===== src/logic/time_pkg.sv =====
package time_pkg;

  // clock configuration widths
  localparam int unit_len_w = 16;
  localparam int epoch_len_w = 10;
  localparam int epoch_w = 32;

  // epochs the host may fall behind before waits get dropped
  localparam int squash_thr = 1;

  // host command word layout
  localparam int op_w = 3;
  localparam int arg_w = 29;

  // clocks per time unit
  typedef logic [unit_len_w-1:0] unit_len_t;
  // units per epoch, also used for wait lengths
  typedef logic [epoch_len_w-1:0] epoch_len_t;
  // epochs since the last time restart
  typedef logic [epoch_w-1:0] epoch_t;

  // data word handed to the device
  typedef logic [arg_w-1:0] stream_word_t;

  // codes 6 and 7 are unused and get acked without effect
  typedef enum logic [op_w-1:0] {
    op_unit_len   = 3'd0,
    op_epoch_len  = 3'd1,
    op_reset_time = 3'd2,
    op_host_epoch = 3'd3,
    op_wait       = 3'd4,
    op_data       = 3'd5
  } cmd_op_t;

  typedef struct packed {
    cmd_op_t          op;
    logic [arg_w-1:0] arg;
  } cmd_word_t;

  // downstream flow modes
  typedef enum logic [1:0] {run, stall, squash} gov_state_t;

endpackage


===== src/logic/time_cfg_if.sv =====
`timescale 1ns/1ps

// clock configuration from the command decoder
interface time_cfg_if import time_pkg::*; ();

  unit_len_t  unit_len;
  epoch_len_t epoch_len;
  // last epoch count reported by the host
  epoch_t     host_epoch;
  // one-cycle strobe, restarts the wall clock
  logic       reset_time;

  modport src (
    output unit_len, epoch_len, host_epoch, reset_time
  );

  modport clk_sink (
    input unit_len, epoch_len, reset_time
  );

  modport gov_sink (
    input host_epoch
  );

endinterface


===== src/logic/req_ack_sender.sv =====
`timescale 1ns/1ps

// four-phase sender fed from a one-entry load register
module req_ack_sender #(
  parameter type payload_t = logic
) (
  input  logic     clk,
  input  logic     reset,
  input  logic     load,
  input  payload_t load_data,
  output logic     load_ready,
  output logic     req,
  input  logic     ack,
  output payload_t data
);

  logic take;

  // idle only once the receiver has dropped ack
  assign load_ready = !req && !ack;
  assign take = load && load_ready;

  // req up the cycle after load, down once ack is seen
  always_ff @(posedge clk or posedge reset) begin
    if (reset) begin
      req <= 1'b0;
    end else if (take) begin
      req <= 1'b1;
    end else if (req && ack) begin
      req <= 1'b0;
    end
  end

  // holding register
  always_ff @(posedge clk) begin
    if (take) begin
      data <= load_data;
    end
  end

  // receiver may sample data any time req is up
  assert property (@(posedge clk) disable iff (reset) req |=> $stable(data));

endmodule


===== src/logic/host_cmd_decoder.sv =====
`timescale 1ns/1ps

// four-phase receiver for host command words
module host_cmd_decoder import time_pkg::*; (
  input  logic         clk,
  input  logic         reset,
  input  logic         cmd_req,
  output logic         cmd_ack,
  input  cmd_word_t    cmd_data,
  time_cfg_if.src      cfg,
  output logic         wait_req,
  output epoch_len_t   wait_units,
  input  logic         wait_ack,
  input  logic         stall,
  output logic         load,
  output stream_word_t load_data,
  input  logic         load_ready
);

  // idle: waiting for req, data: waiting for the sender,
  // wait: waiting on the governor, hold: ack high until req drops
  typedef enum logic [1:0] {d_idle, d_data, d_wait, d_hold} dec_state_t;

  dec_state_t state;
  logic       data_go;

  // sender free and no wait running
  assign data_go = load_ready && !stall;

  always_ff @(posedge clk or posedge reset) begin
    if (reset) begin
      state          <= d_idle;
      cmd_ack        <= 1'b0;
      wait_req       <= 1'b0;
      load           <= 1'b0;
      cfg.unit_len   <= unit_len_t'(1);
      cfg.epoch_len  <= epoch_len_t'(1);
      cfg.host_epoch <= '0;
      cfg.reset_time <= 1'b0;
    end else begin
      // strobes last one cycle
      load           <= 1'b0;
      cfg.reset_time <= 1'b0;
      case (state)
        d_idle: begin
          if (cmd_req) begin
            case (cmd_data.op)
              op_unit_len: begin
                cfg.unit_len <= cmd_data.arg[unit_len_w-1:0];
                cmd_ack      <= 1'b1;
                state        <= d_hold;
              end
              op_epoch_len: begin
                cfg.epoch_len <= cmd_data.arg[epoch_len_w-1:0];
                cmd_ack       <= 1'b1;
                state         <= d_hold;
              end
              op_reset_time: begin
                cfg.reset_time <= 1'b1;
                cmd_ack        <= 1'b1;
                state          <= d_hold;
              end
              op_host_epoch: begin
                cfg.host_epoch <= epoch_t'(cmd_data.arg);
                cmd_ack        <= 1'b1;
                state          <= d_hold;
              end
              op_wait: begin
                // governor acks, then the host gets its ack
                wait_req <= 1'b1;
                state    <= d_wait;
              end
              op_data: begin
                if (data_go) begin
                  load    <= 1'b1;
                  cmd_ack <= 1'b1;
                  state   <= d_hold;
                end else begin
                  state <= d_data;
                end
              end
              default: begin
                // unknown code, just ack
                cmd_ack <= 1'b1;
                state   <= d_hold;
              end
            endcase
          end
        end
        d_data: begin
          if (data_go) begin
            load    <= 1'b1;
            cmd_ack <= 1'b1;
            state   <= d_hold;
          end
        end
        d_wait: begin
          if (wait_ack) begin
            wait_req <= 1'b0;
            cmd_ack  <= 1'b1;
            state    <= d_hold;
          end
        end
        d_hold: begin
          if (!cmd_req) begin
            cmd_ack <= 1'b0;
            state   <= d_idle;
          end
        end
        default: state <= d_idle;
      endcase
    end
  end

  // argument latched on req, host keeps it stable until ack
  always_ff @(posedge clk) begin
    if (state == d_idle && cmd_req) begin
      wait_units <= cmd_data.arg[epoch_len_w-1:0];
      load_data  <= cmd_data.arg;
    end
  end

  // ack only ever answers a pending request
  assert property (@(posedge clk) disable iff (reset) $rose(cmd_ack) |-> $past(cmd_req));

endmodule


===== src/logic/wall_clock.sv =====
`timescale 1ns/1ps

// epoch and intra-epoch wall clock with heartbeat trigger
module wall_clock import time_pkg::*; (
  input  logic         clk,
  input  logic         reset,
  time_cfg_if.clk_sink cfg,
  output logic         unit_pulse,
  output epoch_t       epochs,
  output logic         rollover,
  input  logic         hb_busy,
  output logic         hb_load,
  output epoch_t       hb_value
);

  unit_len_t            clk_cnt;
  logic [unit_len_w:0]  cnt_next;
  epoch_len_t           units;
  logic                 hb_pending;

  // one bit wider so a unit_len of 0 behaves like 1
  assign cnt_next = {1'b0, clk_cnt} + (unit_len_w + 1)'(1);

  // unit pulse every unit_len clocks
  always_ff @(posedge clk or posedge reset) begin
    if (reset) begin
      clk_cnt    <= '0;
      unit_pulse <= 1'b0;
    end else if (cfg.reset_time) begin
      clk_cnt    <= '0;
      unit_pulse <= 1'b0;
    end else if (cnt_next >= {1'b0, cfg.unit_len}) begin
      clk_cnt    <= '0;
      unit_pulse <= 1'b1;
    end else begin
      clk_cnt    <= cnt_next[unit_len_w-1:0];
      unit_pulse <= 1'b0;
    end
  end

  // last unit of the epoch just ended
  assign rollover = unit_pulse && !cfg.reset_time && (units >= cfg.epoch_len);

  // units run 1..epoch_len, epochs count rollovers
  always_ff @(posedge clk or posedge reset) begin
    if (reset) begin
      units  <= '0;
      epochs <= '0;
    end else if (cfg.reset_time) begin
      units  <= epoch_len_t'(1);
      epochs <= '0;
    end else if (rollover) begin
      units  <= epoch_len_t'(1);
      epochs <= epochs + epoch_t'(1);
    end else if (unit_pulse) begin
      units <= units + epoch_len_t'(1);
    end
  end

  // heartbeat goes out at once or as soon as the sender frees up
  assign hb_load = (rollover || hb_pending) && !hb_busy;
  // count after this rollover, else the live count for a late one
  assign hb_value = rollover ? epochs + epoch_t'(1) : epochs;

  always_ff @(posedge clk or posedge reset) begin
    if (reset) begin
      hb_pending <= 1'b0;
    end else if (hb_load) begin
      hb_pending <= 1'b0;
    end else if (rollover) begin
      hb_pending <= 1'b1;
    end
  end

endmodule


===== src/logic/flow_governor.sv =====
`timescale 1ns/1ps

// run/stall/squash control of downstream traffic
module flow_governor import time_pkg::*; (
  input  logic         clk,
  input  logic         reset,
  time_cfg_if.gov_sink cfg,
  input  epoch_t       epochs,
  input  logic         unit_pulse,
  input  logic         wait_req,
  input  epoch_len_t   wait_units,
  output logic         wait_ack,
  output logic         stall,
  output logic         squash
);

  gov_state_t state;
  epoch_len_t countdown;
  logic       lagging;
  logic       new_wait;

  // host is more than squash_thr epochs behind the wall clock
  assign lagging = {1'b0, epochs} >
                   ({1'b0, cfg.host_epoch} + (epoch_w + 1)'(squash_thr));

  // request not yet answered
  assign new_wait = wait_req && !wait_ack;

  // outputs straight from the state
  assign stall  = (state == time_pkg::stall);
  assign squash = (state == time_pkg::squash);

  always_ff @(posedge clk or posedge reset) begin
    if (reset) begin
      state     <= run;
      countdown <= '0;
    end else begin
      case (state)
        run: begin
          if (lagging) begin
            state <= time_pkg::squash;
          end else if (new_wait) begin
            state     <= time_pkg::stall;
            countdown <= wait_units;
          end
        end
        time_pkg::stall: begin
          if (lagging) begin
            // host fell behind mid-wait, drop the rest of it
            state     <= time_pkg::squash;
            countdown <= '0;
          end else if (countdown == '0) begin
            state <= run;
          end else if (unit_pulse) begin
            countdown <= countdown - epoch_len_t'(1);
          end
        end
        time_pkg::squash: begin
          if (!lagging) begin
            state <= run;
          end
        end
        default: state <= run;
      endcase
    end
  end

  // ack in run or squash, held until req drops
  // a request arriving during a stall waits for run
  always_ff @(posedge clk or posedge reset) begin
    if (reset) begin
      wait_ack <= 1'b0;
    end else if (!wait_req) begin
      wait_ack <= 1'b0;
    end else if (state != time_pkg::stall) begin
      wait_ack <= 1'b1;
    end
  end

  // every way back into run leaves the countdown empty
  assert property (@(posedge clk) disable iff (reset) state == run |-> countdown == '0);

  // decoder keeps its request up until the ack comes back
  assert property (@(posedge clk) disable iff (reset) wait_req && !wait_ack |=> wait_req);

endmodule


===== src/logic/epoch_sync_top.sv =====
`timescale 1ns/1ps

// epoch synchronizer between host link and device stream
module epoch_sync_top import time_pkg::*; (
  input  logic         clk,
  input  logic         reset,
  input  logic         cmd_req,
  output logic         cmd_ack,
  input  cmd_word_t    cmd_data,
  output logic         hb_req,
  input  logic         hb_ack,
  output epoch_t       hb_epoch,
  output logic         dn_req,
  input  logic         dn_ack,
  output stream_word_t dn_data,
  output logic         stall,
  output logic         squash
);

  // configuration from decoder to clock and governor
  time_cfg_if cfg ();

  // wait channel
  logic         wait_req;
  logic         wait_ack;
  epoch_len_t   wait_units;

  // data load into the downstream sender
  logic         load;
  logic         load_ready;
  stream_word_t load_data;

  // wall clock outputs
  logic         unit_pulse;
  epoch_t       epochs;

  // heartbeat load
  logic         hb_load;
  logic         hb_ready;
  epoch_t       hb_value;

  host_cmd_decoder u_decoder (
    .clk        (clk),
    .reset      (reset),
    .cmd_req    (cmd_req),
    .cmd_ack    (cmd_ack),
    .cmd_data   (cmd_data),
    .cfg        (cfg.src),
    .wait_req   (wait_req),
    .wait_units (wait_units),
    .wait_ack   (wait_ack),
    .stall      (stall),
    .load       (load),
    .load_data  (load_data),
    .load_ready (load_ready)
  );

  // rollover is folded into hb_load inside the clock
  wall_clock u_clock (
    .clk        (clk),
    .reset      (reset),
    .cfg        (cfg.clk_sink),
    .unit_pulse (unit_pulse),
    .epochs     (epochs),
    .rollover   (),
    .hb_busy    (!hb_ready),
    .hb_load    (hb_load),
    .hb_value   (hb_value)
  );

  flow_governor u_governor (
    .clk        (clk),
    .reset      (reset),
    .cfg        (cfg.gov_sink),
    .epochs     (epochs),
    .unit_pulse (unit_pulse),
    .wait_req   (wait_req),
    .wait_units (wait_units),
    .wait_ack   (wait_ack),
    .stall      (stall),
    .squash     (squash)
  );

  // heartbeat upstream
  req_ack_sender #(.payload_t(epoch_t)) u_hb_sender (
    .clk        (clk),
    .reset      (reset),
    .load       (hb_load),
    .load_data  (hb_value),
    .load_ready (hb_ready),
    .req        (hb_req),
    .ack        (hb_ack),
    .data       (hb_epoch)
  );

  // data words downstream
  req_ack_sender #(.payload_t(stream_word_t)) u_dn_sender (
    .clk        (clk),
    .reset      (reset),
    .load       (load),
    .load_data  (load_data),
    .load_ready (load_ready),
    .req        (dn_req),
    .ack        (dn_ack),
    .data       (dn_data)
  );

endmodule


===== config.mk =====
export PLATFORM = sky130hd
export DESIGN_NAME = epoch_sync_top
export DESIGN_NICKNAME = d
export VERILOG_FILES = /design/src/logic/time_pkg.sv /design/src/logic/time_cfg_if.sv /design/src/logic/req_ack_sender.sv /design/src/logic/host_cmd_decoder.sv /design/src/logic/wall_clock.sv /design/src/logic/flow_governor.sv /design/src/logic/epoch_sync_top.sv
export SDC_FILE = /design/constraint.sdc
export NUM_CORES = 1
export LEC_CHECK = 0
export ABC_AREA = 1
export BUFFER_PORTS_ARGS = -buffer_cell sky130_fd_sc_hd__buf_2
export CAP_MARGIN = 20
export CORE_ASPECT_RATIO = 0.75
export CORE_MARGIN = 8
export CORE_UTILIZATION = 50
export DETAILED_ROUTE_END_ITERATION = 12
export PLACE_DENSITY = 0.72
export SYNTH_ARGS = -nofsm -noshare
export SYNTH_HDL_FRONTEND = slang
export SYNTH_SLANG_ARGS = --single-unit

===== constraint.sdc =====
create_clock -name clk -period 5.6 [get_ports clk]
set_input_delay 0.56 -clock clk [delete_from_list [all_inputs] [get_ports clk]]
set_output_delay 0.56 -clock clk [all_outputs]
set_load 0.03 [all_outputs]

After elaboration in Yosys (flattened, before gate mapping). Index checks and enable logic that the tools add are counted. Widths: inputs -> output; s select.

Register bits after elaboration: 236. Input bits: 37. Output and inout port bits: 66. Logic and storage cells: 146.

Add/subtract/negate cells: 5. $lt $le $gt $ge: 3. Equal/unequal tests: 25. Multiplexer cells: 53. Reductions and logical operators: 38.

Operators with widths (count): $mux 10 (8); $mux 32 (2); $gt 32x33->1 (1); $add 32x1->32 const B (1); $mux 16 (2); $add 29x1->30 const B (1); $mux 1 (23); $mux 2 (10); $pmux 10 s2 (1); $add 16x1->17 const B (1); $ge 17x16->1 (1); $logic_and 1x1->1 (12); $ne 2x2->1 const B (6); $reduce_and 3->1 (4); $reduce_and 4->1 (3); $add 10x1->10 const B (1); $ge 10x10->1 (1); $logic_not 10->1 (1); $ne 2x1->1 const B (5); $reduce_bool 2->1 (5); $sub 10x1->10 const B (1); $ne 3x1->1 const B (3); $pmux 2 s4 (1); $logic_not 1->1 (7); other kinds (15) (23).

Longest topological paths before layout. Gate-level depths: netlist of run 1.

Depth after elaboration: 7. Gate-level depth with buffers: 26. Gate-level depth less buffers: 25.

Modules after synthesis. Synthesis of run 1 repeated with hierarchy kept, for this count alone.

Cells, all modules: 1484. Area, all modules: 12605.8 um2.

Modules (own cells, without submodules): wall_clock (times used 1, cells each 710, area an instance 4672.0 um2, seq. area each 1501.4 um2); host_cmd_decoder (times used 1, cells each 324, area an instance 3505.9 um2, seq. area each 2399.8 um2); flow_governor (times used 1, cells each 368, area an instance 2464.9 um2, seq. area each 325.3 um2); req_ack_sender at u_hb_sender (times used 1, cells each 42, area an instance 1024.7 um2, seq. area each 985.9 um2); req_ack_sender at u_dn_sender (times used 1, cells each 39, area an instance 934.6 um2, seq. area each 895.9 um2); epoch_sync_top (times used 1, cells each 1, area an instance 3.8 um2, seq. area each 0.0 um2).

Worst setup path before layout of run 1. OpenSTA, ideal clock, no wires.

Path type: register -> register. Start: register u_clock.units[5]. End: register u_hb_sender.data[0] in the netlist's numbering, enable pin. Setup time: 0.461 ns. Data arrival time: 3.847 ns. Data required time: 5.139 ns. Setup slack: 1.291 ns. Cell stages (with the launch flop): 11. Path buffers: 1. Period minus slack after synthesis: 4.309 ns. Cells stage by stage: dfrtp_1 > ha_1 > nand2_1 > nor2_1 > nand2_1 > o2111ai_2 > nand2_2 > inv_2 > buf_2 > nor2_1 > nor3_1.

Word-level cells in the longest chain between the ends: 5.

RTL lines: from (decl) (RTL line wall_clock.sv:18) `epoch_len_t units;`; from (signal assigned) (RTL line wall_clock.sv:50) `units <= epoch_len_t'(1);`; from (signal assigned) (RTL line wall_clock.sv:53) `units <= epoch_len_t'(1);`; from (signal assigned) (RTL line wall_clock.sv:56) `units <= units + epoch_len_t'(1);`; $ge 10x10->1 (RTL line wall_clock.sv:42) `assign rollover = unit_pulse && !cfg.reset_time && (units >= cfg.epoch_len);`; $logic_and 1x1->1 (RTL line wall_clock.sv:42); $logic_or 1x1->1 (RTL line wall_clock.sv:61) `assign hb_load = (rollover || hb_pending) && !hb_busy;`; $logic_and 1x1->1 (RTL line wall_clock.sv:61); $logic_and 1x1->1 (RTL line req_ack_sender.sv:21) `assign take = load && load_ready;`; via u_hb_sender.take (RTL line req_ack_sender.sv:17) `logic take;`; to (signal assigned) (RTL line req_ack_sender.sv:37) `data <= load_data;`; to (decl) (RTL line req_ack_sender.sv:14) `output payload_t data`.

The timed path passes the listed nets, and every way through them passes these cells. A chain may end at the register's enable or synchronous reset.

Final worst setup path of run 1.
Start: register u_decoder.cfg.host_epoch[2]. End: register u_governor.countdown[5].

Word-level cells in the longest chain between the ends: 4. Elaborated cells between the ends (all ways): 8. Those cells by class: 1 x add/sub; 1 x order compare; 3 x eq/ne; 2 x mux; 1 x reduce/logical.

RTL lines: from (decl) (RTL line time_cfg_if.sv:14) `output unit_len, epoch_len, host_epoch, reset_time`; from (signal assigned) (RTL line host_cmd_decoder.sv:64) `cfg.host_epoch <= epoch_t'(cmd_data.arg);`; $add 29x1->30 * (RTL line flow_governor.sv:24) `({1'b0, cfg.host_epoch} + (epoch_w + 1)'(squash_thr));`; $gt 32x33->1 * (RTL line flow_governor.sv:23) `assign lagging = {1'b0, epochs} >`; $ne 3x2->1 (no line), or another cell as far along; $reduce_and 5->1 (no line) or $pmux 10 s2 (tied branches); to (signal assigned) (RTL line flow_governor.sv:44) `countdown <= wait_units;`; to (signal assigned) (RTL line flow_governor.sv:55) `countdown <= countdown - epoch_len_t'(1);`; to (decl) (RTL line flow_governor.sv:18) `epoch_len_t countdown;`.

Every way passes the cells marked *; elsewhere a longest branch is shown, timed or not.

==> results of run 1 <==
worst max path at each step:
stage,endpoint,slack [ns],cells after the start
floorplan,u_hb_sender.data[0]$_DFFE_PP_,1.29,10
global placement,u_governor.countdown[4]$_DFFE_PP0P_,1.75,24
detailed placement,u_governor.countdown[1]$_DFFE_PP0P_,1.61,24
CTS,u_governor.countdown[1]$_DFFE_PP0P_,1.59,24
global route,u_governor.countdown[7]$_DFFE_PP0P_,1.05,24
finish,u_governor.countdown[5]$_DFFE_PP0P_,1.54,22
cell type report:
class,instances,share of cell area [%]
flip-flops and latches,226,45.57
multi-input cells,876,36.20
inverters,204,5.749
clock buffers,30,4.639
repair buffers,107,4.237
well taps,300,2.800
clock inverters,11,0.8027
stage by stage:
step	setup slack, ns	cell area [µm²]	util (%)
after floorplan	1.291	11830	-
after global placement	1.755	12650	54.70
after detailed placement	1.609	12650	54.70
after CTS	1.589	13380	57.86
after global routing	1.045	13410	57.98
final	1.542	13410	57.98
critical path, stage by stage (launching register included):
cell,delay [ns]
dfrtp_1,0.41
nand2_1,0.07
nor2_1,0.24
nand3_1,0.19
nor4_1,0.35
nand3_1,0.20
nor2_1,0.13
nand2_1,0.07
xor2_1,0.15
ha_1,0.27
nand2_1,0.04
nor2_1,0.08
nand3_1,0.12
nor2_1,0.15
nand2_1,0.06
nor2_1,0.10
nor2_1,0.06
nand2_1,0.10
nand2_1,0.30
nand2_1,0.40
nand3_2,0.27
nand2_1,0.13
nand2_1,0.05
layout by cell type, fill, tap and decap left out, types with 4 or more instances in the layout:
cell type | netlist | layout
o21ai_0 | 90 | 90
nand4_1 | 32 | 32
dfrtp_1 | 134 | 134
nor3_1 | 30 | 29
buf_2 | 7 | 102
nor4_1 | 11 | 11
mux2_2 | 5 | 5
ha_1 | 65 | 65
xor2_1 | 59 | 59
nand3_2 | 6 | 7
xnor2_1 | 17 | 17
edfxtp_1 | 90 | 90
nor3_2 | 4 | 5
o22ai_1 | 8 | 8
inv_1 | 202 | 201
nand3b_1 | 5 | 5
a21oi_1 | 36 | 36
clkinv_2 | 0 | 7
nor2_2 | 11 | 11
nor2_1 | 147 | 147
clkbuf_16 | 0 | 23
clkbuf_1 | 18 | 5
nand3_1 | 40 | 39
buf_4 | 0 | 4
nand2_1 | 292 | 292
synth_stat cells, types with 4 or more instances:
cell,number
nand2_1,292
inv_1,202
nor2_1,147
dfrtp_1,134
edfxtp_1,90
o21ai_0,90
ha_1,65
xor2_1,59
nand3_1,40
a21oi_1,36
nand4_1,32
nor3_1,30
clkbuf_1,18
xnor2_1,17
nor2_2,11
nor4_1,11
o22ai_1,8
buf_2,7
nand3_2,6
mux2_2,5
nand3b_1,5
nor3_2,4
sequential cells by signal, indices dropped and copies added, names as in the netlist, 10 cells and up:
signal / flops
u_decoder.cfg.epoch_len: 10
u_clock.clk_cnt: 16
u_clock.epochs: 32
u_decoder.load_data: 20
u_decoder.cfg.host_epoch: 29
u_dn_sender.data: 29
u_hb_sender.data: 32
u_governor.countdown: 10
u_decoder.cfg.unit_len: 16
u_clock.units: 10
power by group through the flow:
stage / Combinational (mW) / Clock (mW) / Sequential, mW
final: 2.26 / 1.50 / 2.73
after global routing: 2.62 / 1.60 / 2.79
after CTS: 2.25 / 1.53 / 2.72
after detailed placement: 2.24 / 0 / 2.74
after global placement: 2.15 / 0 / 2.73
after floorplan: 1.69 / 0 / 2.65
cells by family after synthesis:
| logic type | count (synthesis) | share of synthesized area [%] |
|---|---|---|
| adders and majority gates | 65 | 6.874 |
| muxes | 5 | 0.4759 |
| buffers and inverters | 231 | 7.477 |
| and+or+nand+nor | 584 | 21.38 |
| DFF | 226 | 51.63 |
| AOI/OAI and AO/OA | 146 | 6.536 |
| xor gates and xnor gates | 76 | 5.626 |
layer usage:
metal	wire, µm	track usage (%)	share of wire (%)	vias to the layer above
met3	1559	3.404	5.7	31
met5	0	0	0	-
met4	497	4.261	1.8	0
met1	13430	27.26	49	4256
li1	-	-	-	4536
met2	12070	29.63	44	228
==> results.py, run 1 <==
metrics = {
    "yosys": {
        "synth_warnings": 0,
        "async_flop_share_pct": 60.18,
        "synth_top_area_share_pct": 28.34,
        "synthCells": 1333,
        "ys_seq_elements": 226,
        "ys_seq_area_share_pct": 51.63,
        "syn_nets": 1435,
        "avgSynthCellArea_um2": 8.876,
        "yosys.area.top_type": "dfrtp_1",
        "ys.flop_type": "dfrtp_1",
        "netlist_area_um2": 11830,
        "synth_area_leaders": "dfrtp_1, edfxtp_1, nand2_1",
        "synth_cell_type_count": 42,
        "synth-edff-count": 90,
    },
    "worst_setup_path": {
        "startpoint_type": "flip-flop",
        "critPathMaxFanout": 14,
        "r2r_cells": 22,
        "startpoint": "u_decoder.cfg.host_epoch[2]$_DFFE_PP0P_",
        "r2r-start": "u_decoder.cfg.host_epoch[2]$_DFFE_PP0P_",
        "reg2reg_to": "u_governor.countdown[5]$_DFFE_PP0P_",
        "required_ns": 5.99,
        "cp.arrival_ns": 4.45,
        "end_kind": "flip-flop",
        "crit_type": "flip-flop to flip-flop",
        "r2r_setup_slack_ns": 1.54,
    },
    "global_routing": {
        "grt_pass1_vias": 8652,
        "grtUsageTotal_pct": 18.96,
        "grt-ovfl-total": 0,
        "grt_max_degree": 78,
        "grt_pass1_wl_mm": 45.25,
        "antenna_found_initial": 0,
    },
    "power": {
        "power_frac_seq_pct": 42.1,
        "p_switching_mw": 2.523,
        "p_int_mw": 3.965,
        "power.total_mw": 6.488,
        "ir_drop_v": 0.0002554,
        "p_clk_share_pct": 23.1,
        "share_comb_of_total_power_pct": 34.8,
        "p_leak_nw": 6.235,
        "swShare_pct": 38.89,
        "powerDensity_nw_per_um2": 484.0,
    },
    "sta": {
        "slew_headroom_pct": 35.80,
        "period_minus_slack_ns": 4.058,
        "finalHoldViolCount": 0,
        "fin_tns_setup_ns": 0,
        "rsz0062_at_grt": "no",
        "whs_ns": 0.1855,
        "tightest_slew_ns": 0.9620,
        "clock.fmax_ghz": 0.2464,
        "period_share_pct": 72.47,
        "clock_skew_ns": 0.01274,
        "setup_viol": 0,
        "finalMaxSlewViolations": 0,
    },
    "cts": {
        "clk_latency_ns": 0.51,
        "cts_htree_levels": 1,
        "cts_tree": "yes",
        "path_clk_slew_ns": 0.06,
        "cts_sinks": 226,
        "cts_root_buf": "clkbuf_16",
        "clockBufferDepth": 3,
        "post_cts_resize_count": 0,
        "postCtsHoldBufs": 0,
        "cts_made_buffers": 23,
        "post_cts_buffers": 0,
    },
    "outcome": {
        "status": "finished, final reports clean",
    },
    "floorplanning": {
        "fp.dieArea_um2": 28890,
        "core_um2": 23120,
        "io_pins": 103,
        "die_x_um": 193.6,
        "placementRows": 48,
        "die-height_um": 149.2,
        "start_util_pct": 51.17,
    },
    "finish": {
        "area_growth_syn_to_layout_pct": 13.30,
        "fin_cells": 1754,
        "seqCellArea_um2": 6108,
        "multi_input_area_um2": 4853,
        "insertedDiodeCount": 0,
        "fin_nets": 1540,
        "drive_gt1_share_pct": 12.38,
        "fillCellCount": 2033,
    },
    "drt": {
        "drt-total-wl_mm": 27.55,
        "drc": 0,
        "drt_iter0_markers": 729,
        "wl_per_cell_um": 15.71,
        "vias": 9051,
        "drt_first_pass_iters": 5,
        "vias_per_cell": 5.160,
        "antenna_left": 0,
    },
    "placement": {
        "portBuffers": 102,
        "place_inst": 1712,
        "place_congestion": 0.9227,
        "hpwlAfterDp_mm": 20.80,
    },
    "hold_path": {
        "holdCritPathClass": "input port to asynchronous set/reset pin",
    },
    "job": {
        "maxCapViolCount": 0,
    },
}
No activity file was read; power rests on OpenSTA's default activity.
==> run 2, diff against run 1 <==
ABC_AREA = 0   (was 1)
PLACE_DENSITY = 0.75   (was 0.72)
clock period = 3.5 ns   (was 5.6 ns; I/O delays follow)
==> results.py, run 2 <==
metrics = {
    "drt": {
        "vias": 8205,
        "antenna_left": 0,
        "wl_per_cell_um": 17.84,
        "drt-total-wl_mm": 26.27,
        "drt_iter0_markers": 548,
        "drt_first_pass_iters": 5,
        "drc": 0,
        "vias_per_cell": 5.574,
    },
    "power": {
        "ir_drop_v": 0.0003832,
        "powerDensity_nw_per_um2": 651.5,
        "p_leak_nw": 6.110,
    },
    "worst_setup_path": {
        "end_kind": "flip-flop",
        "cp.arrival_ns": 4.19,
        "path_cells": "buf_4, and4_1, buf_4, nand2_1, nor3_2, buf_4, nand2_1, buf_4, nor2_2, xnor2_1, ha_1, nand4_1, nor4_4, nand2_1, o21ai_4, nor4_4, a2bb2oi_4, buf_6, buf_4, a211o_1, a22o_1",
        "crit_buf_inv": 6,
        "required_ns": 3.90,
        "crit_type": "flip-flop to flip-flop",
        "crit_slowest_cell": "dfrtp_1",
        "r2r_setup_slack_ns": -0.29,
        "critPathMaxFanout": 6,
        "startpoint": "u_decoder.cfg.host_epoch[1]$_DFFE_PP0P_",
        "cp_common_cell": "buf_4",
        "r2r-start": "u_decoder.cfg.host_epoch[1]$_DFFE_PP0P_",
        "critPathTopFamily": "simple AND/OR/NAND/NOR gates",
        "slowest_delay_ns": 0.37,
        "r2r_cells": 21,
        "reg2reg_to": "u_governor.countdown[3]$_DFFE_PP0P_",
        "startpoint_type": "flip-flop",
    },
    "global_routing": {
        "grt-ovfl-total": 0,
        "antenna_found_initial": 0,
        "grt_pass1_wl_mm": 42.03,
        "grt_pass1_vias": 8208,
        "grtUsageTotal_pct": 18.95,
        "grt_max_degree": 57,
    },
    "yosys": {
        "synth_cell_type_count": 67,
        "synth_top_area_share_pct": 30.30,
        "yosysMostFrequentCell": "dfrtp_1",
        "syn_nets": 1071,
        "synth-edff-count": 90,
        "ys_seq_elements": 226,
        "ys.flop_type": "dfrtp_1",
        "ys_seq_area_share_pct": 55.20,
        "yosys.area.top_type": "dfrtp_1",
        "yosys-top-cells-count": "dfrtp_1, nand2_1, edfxtp_1, ha_1, inv_1",
        "async_flop_share_pct": 60.18,
        "synthCells": 969,
        "avgSynthCellArea_um2": 11.42,
        "netlist_area_um2": 11070,
        "synth_area_leaders": "dfrtp_1, edfxtp_1, ha_1",
        "synth_warnings": 0,
    },
    "floorplanning": {
        "die_x_um": 187.8,
        "fp.dieArea_um2": 27200,
        "start_util_pct": 50.59,
        "io_pins": 103,
        "core_um2": 21880,
        "placementRows": 47,
        "die-height_um": 144.8,
    },
    "placement": {
        "portBuffers": 102,
        "dp_slack_ns": -0.3353,
        "place_congestion": 0.8570,
        "hpwlAfterDp_mm": 18.38,
    },
    "hold_path": {
        "hold_end": "u_dn_sender.req$_DFFE_PP0P_",
        "holdCritPathClass": "input port to flip-flop",
        "hold_path_depth": 2,
        "hold_start": "dn_ack",
    },
    "finish": {
        "post-route-util_pct": 62.42,
        "reg.largest.list": "u_clock.epochs x32, u_hb_sender.data x32",
        "final_cell_mix": "dfrtp_1, nand2_1, buf_2, edfxtp_1, buf_4",
        "drive_gt1_share_pct": 28.10,
        "fillCellCount": 1684,
        "area_growth_syn_to_layout_pct": 23.39,
        "fin_nets": 1264,
        "insertedDiodeCount": 0,
        "layout_commonest_cell": "dfrtp_1",
    },
    "outcome": {
        "status": "finished, violations left",
        "violations": "negative setup slack",
    },
    "cts": {
        "cts_root_buf": "clkbuf_16",
        "path_clk_slew_ns": 0.06,
        "clockBufferDepth": 3,
        "cts_sinks": 226,
        "cts_made_buffers": 22,
        "cts_htree_levels": 1,
        "cts_tree": "yes",
        "clk_latency_ns": 0.51,
    },
    "sta": {
        "period_minus_slack_ns": 3.793,
        "rsz0062_at_grt": "yes",
        "setup_viol": 10,
        "finalHoldViolCount": 0,
        "tightest_slew_ns": 0.6466,
        "slew_headroom_pct": 56.80,
        "clock.fmax_ghz": 0.2636,
        "period_share_pct": 108.4,
        "setup_ws_ns": -0.2930,
        "whs_ns": 0.02987,
        "finalMaxSlewViolations": 0,
        "clock_skew_ns": 0.009745,
    },
    "job": {
        "maxCapViolCount": 0,
    },
}
==> run 2: power by group <==
part / internal [mW] / leakage, nW / total [mW] / switching, mW
clock: 1.43 / 0.358 / 2.45 / 1.02
combinational: 1.32 / 3.17 / 2.76 / 1.45
sequential: 3.31 / 2.58 / 3.68 / 0.367
==> run 2: stage by stage <==
stage / cells / TNS, ns / instance area, µm² / total power [mW]
3_5_place_dp: 1413 / -2.960 / 12470 / 6.209
2_1_floorplan: 969 / -0.03002 / 11100 / 5.321
6_report: 1472 / -2.545 / 13660 / 8.897
4_1_cts: 1463 / -2.778 / 13330 / 8.752
3_3_place_gp: 1413 / -1.636 / 12470 / 6.089
5_1_grt: 1472 / -4.938 / 13660 / 9.380
==> run 2: per-layer routing <==
layer / global-route usage, % / routed length [µm] / up-vias / part of all wire, %
met1: 26.00 / 11880 / 4013 / 45
li1: - / - / 3907 / -
met2: 31.06 / 12230 / 243 / 47
met3: 3.640 / 1662 / 42 / 6.3
met5: 0 / 0 / - / 0
met4: 4.136 / 491 / 0 / 1.9
==> run 2: kinds of logic after synthesis <==
group	Yosys count	share of synthesized area, %
and+or+nand+nor	330	15.48
DFF	226	55.20
AOI/OAI and AO/OA	168	9.915
buffers and inverters	73	2.499
adders and majority gates	65	7.349
xor gates and xnor gates	54	4.274
muxes	53	5.291
==> run 2: layout make-up <==
class | count | area [µm²] | area share [%]
clock buffer | 28 | 594.3 | 4.352
multi-input combinational | 672 | 5026 | 36.81
inverter | 50 | 191.4 | 1.402
clock inverter | 12 | 142.6 | 1.045
sequential | 226 | 6108 | 44.73
tap | 294 | 367.9 | 2.694
timing repair buffer | 190 | 1225 | 8.970
==> run 2: how the worst max path moves through the flow <==
stage               cells past startpoint  slack, ns                                   to
finish                                 21      -0.29  u_governor.countdown[3]$_DFFE_PP0P_
global route                           20      -0.56  u_governor.countdown[3]$_DFFE_PP0P_
detailed placement                     19      -0.34  u_governor.countdown[2]$_DFFE_PP0P_
CTS                                    19      -0.31  u_governor.countdown[2]$_DFFE_PP0P_
floorplan                              17      -0.03  u_governor.countdown[6]$_DFFE_PP0P_
global placement                       17      -0.19  u_governor.countdown[7]$_DFFE_PP0P_
==> run 2: repair_timing <==
action,4_1_cts,5_1_grt
hold buffers,1,0
hold endpoints to repair,24,0
pin swaps,9,17
buffers inserted,10,8
cloned,0,2
resized for setup,10,51
endpoints found under the setup margin,11,26
==> run 3, diff against run 2 <==
MAX_ROUTING_LAYER = met4   (was default)
==> results.py, run 3 (same netlist as run 2, synthesis figures left out) <==
metrics = {
    "drt": {
        "top_layer_used": "met4",
        "antenna_left": 0,
        "wl_met2_mm": 12.56,
        "wl_met3_mm": 1.714,
        "vias_per_cell": 5.656,
        "drt-total-wl_mm": 26.71,
        "drt_first_pass_iters": 5,
        "wl_per_cell_um": 18.17,
        "drc": 0,
        "drt_iter0_markers": 589,
        "vias": 8315,
        "drt-met1-wl_mm": 11.84,
    },
    "cts": {
        "clockBufferDepth": 3,
        "path_clk_slew_ns": 0.07,
        "cts_sinks": 226,
        "cts_root_buf": "clkbuf_16",
        "cts_made_buffers": 23,
        "cts_htree_levels": 1,
        "cts_tree": "yes",
        "clk_latency_ns": 0.51,
    },
    "placement": {
        "portBuffers": 102,
        "dp_slack_ns": -0.3030,
        "placed_area_um2": 12460,
        "hpwlAfterDp_mm": 18.38,
        "place_congestion": 0.8760,
    },
    "worst_setup_path": {
        "r2r_cells": 19,
        "end_kind": "flip-flop",
        "critPathTopFamily": "simple AND/OR/NAND/NOR gates",
        "r2r-start": "u_decoder.cfg.host_epoch[4]$_DFFE_PP0P_",
        "startpoint_type": "flip-flop",
        "slowest_delay_ns": 0.40,
        "reg2reg_to": "u_governor.countdown[3]$_DFFE_PP0P_",
        "cp_num_cells": 19,
        "crit_type": "flip-flop to flip-flop",
        "crit_end": "u_governor.countdown[3]$_DFFE_PP0P_",
        "startpoint": "u_decoder.cfg.host_epoch[4]$_DFFE_PP0P_",
        "crit_buf_inv": 4,
        "r2r_setup_slack_ns": -0.32,
        "cp_common_cell": "buf_4",
        "crit_slowest_cell": "nor4_4",
        "critPathMaxFanout": 4,
        "required_ns": 3.90,
        "path_cells": "and3_4, nand4_1, buf_4, nor3_2, buf_4, nand2_4, buf_6, nor2_4, xnor2_1, ha_1, nand4_1, nor4_4, nand2_1, o21ai_4, nor4_4, buf_4, a2bb2oi_4, a211o_1, a22o_1",
        "cp.arrival_ns": 4.22,
    },
    "finish": {
        "post-route-util_pct": 62.46,
        "layout_commonest_cell": "dfrtp_1",
        "final_cell_mix": "dfrtp_1, nand2_1, buf_2, edfxtp_1, buf_4",
        "fin_nets": 1263,
        "reg.largest.list": "u_clock.epochs x32, u_hb_sender.data x32",
        "insertedDiodeCount": 0,
        "area_growth_syn_to_layout_pct": 23.47,
        "finalInstanceArea_um2": 13660,
        "drive_gt1_share_pct": 27.81,
    },
    "global_routing": {
        "grt_pass1_vias": 8253,
        "grt_pass1_wl_mm": 42.34,
        "grt_max_degree": 82,
        "grtUsageTotal_pct": 19.63,
        "grt-ovfl-total": 0,
        "antenna_found_initial": 1,
    },
    "outcome": {
        "violations": "negative setup slack",
        "status": "finished, violations left",
    },
    "sta": {
        "period_share_pct": 109.2,
        "clock.fmax_ghz": 0.2616,
        "clock_skew_ns": 0.01800,
        "rsz0062_at_grt": "yes",
        "tightest_slew_ns": 1.009,
        "finalHoldViolCount": 0,
        "slew_headroom_pct": 32.62,
        "setup_viol": 10,
        "finalMaxSlewViolations": 0,
        "period_minus_slack_ns": 3.822,
        "setup_ws_ns": -0.3225,
    },
    "floorplanning": {
        "io_pins": 103,
        "start_util_pct": 50.59,
        "fp.dieArea_um2": 27200,
        "core_um2": 21880,
        "die_x_um": 187.8,
        "die-height_um": 144.8,
        "placementRows": 47,
    },
    "power": {
        "p_leak_nw": 6.122,
        "powerDensity_nw_per_um2": 658.7,
        "ir_drop_v": 0.0004309,
    },
    "hold_path": {
        "holdCritPathClass": "input port to flip-flop",
    },
    "job": {
        "maxCapViolCount": 0,
    },
}
==> run 3: repair_timing <==
action | in CTS | in global routing
hold buffers | 1 | 0
setup endpoints to repair | 11 | 27
hold endpoints to repair | 53 | 0
buffers inserted | 9 | 5
resized for setup | 28 | 29
cloned | 2 | 1
pin swaps | 14 | 29
==> run 3: metrics by stage <==
step	setup TNS, ns	hold WS (ns)	power, mW	cells
final	-2.358	0.02759	9.001	1470
after global routing	-4.308	0.02226	9.492	1470
after CTS	-0.9277	0.01855	8.892	1464
after floorplan	-0.03002	0.4003	5.321	969
after global placement	-1.746	0.4005	6.104	1412
after detailed placement	-2.667	0.4054	6.210	1412
==> run 3: worst min path at each step <==
stage | start | endpoint | slack [ns] | cells after the start
floorplan | u_decoder.load_data[10]$_DFFE_PP_ | u_dn_sender.data[10]$_DFFE_PP_ | 0.40 | 0
global placement | u_decoder.load_data[25]$_DFFE_PP_ | u_dn_sender.data[25]$_DFFE_PP_ | 0.40 | 0
detailed placement | u_decoder.load_data[23]$_DFFE_PP_ | u_dn_sender.data[23]$_DFFE_PP_ | 0.41 | 0
CTS | cmd_data[26] | u_decoder.load_data[26]$_DFFE_PP_ | 0.02 | 1
global route | cmd_data[18] | u_decoder.load_data[18]$_DFFE_PP_ | 0.02 | 1
finish | cmd_data[26] | u_decoder.load_data[26]$_DFFE_PP_ | 0.03 | 1
==> run 3: per-layer routing <==
layer | up-vias | track usage [%]
met3 | 54 | 3.520
li1 | 3904 | -
met4 | 0 | 4.632
met2 | 275 | 31.48
met1 | 4082 | 25.95
met5 | - | -
==> run 3: power breakdown <==
part           switching, mW  internal [mW]  leakage [nW]  total [mW]
Combinational           1.46           1.32          3.16        2.78
Sequential             0.359           3.32          2.58        3.67
Clock                   1.01           1.54         0.379        2.54
Total                   2.83           6.18          6.12        9.00
==> run 3: layout make-up <==
cell class	count	area, µm²
clock buffers	32	660.6
inverters	50	191.4
multi-input cells	673	5029
clock inverters	8	120.1
repair buffers	187	1187
fillers	1733	8212
well taps	294	367.9
flip-flops and latches	226	6108
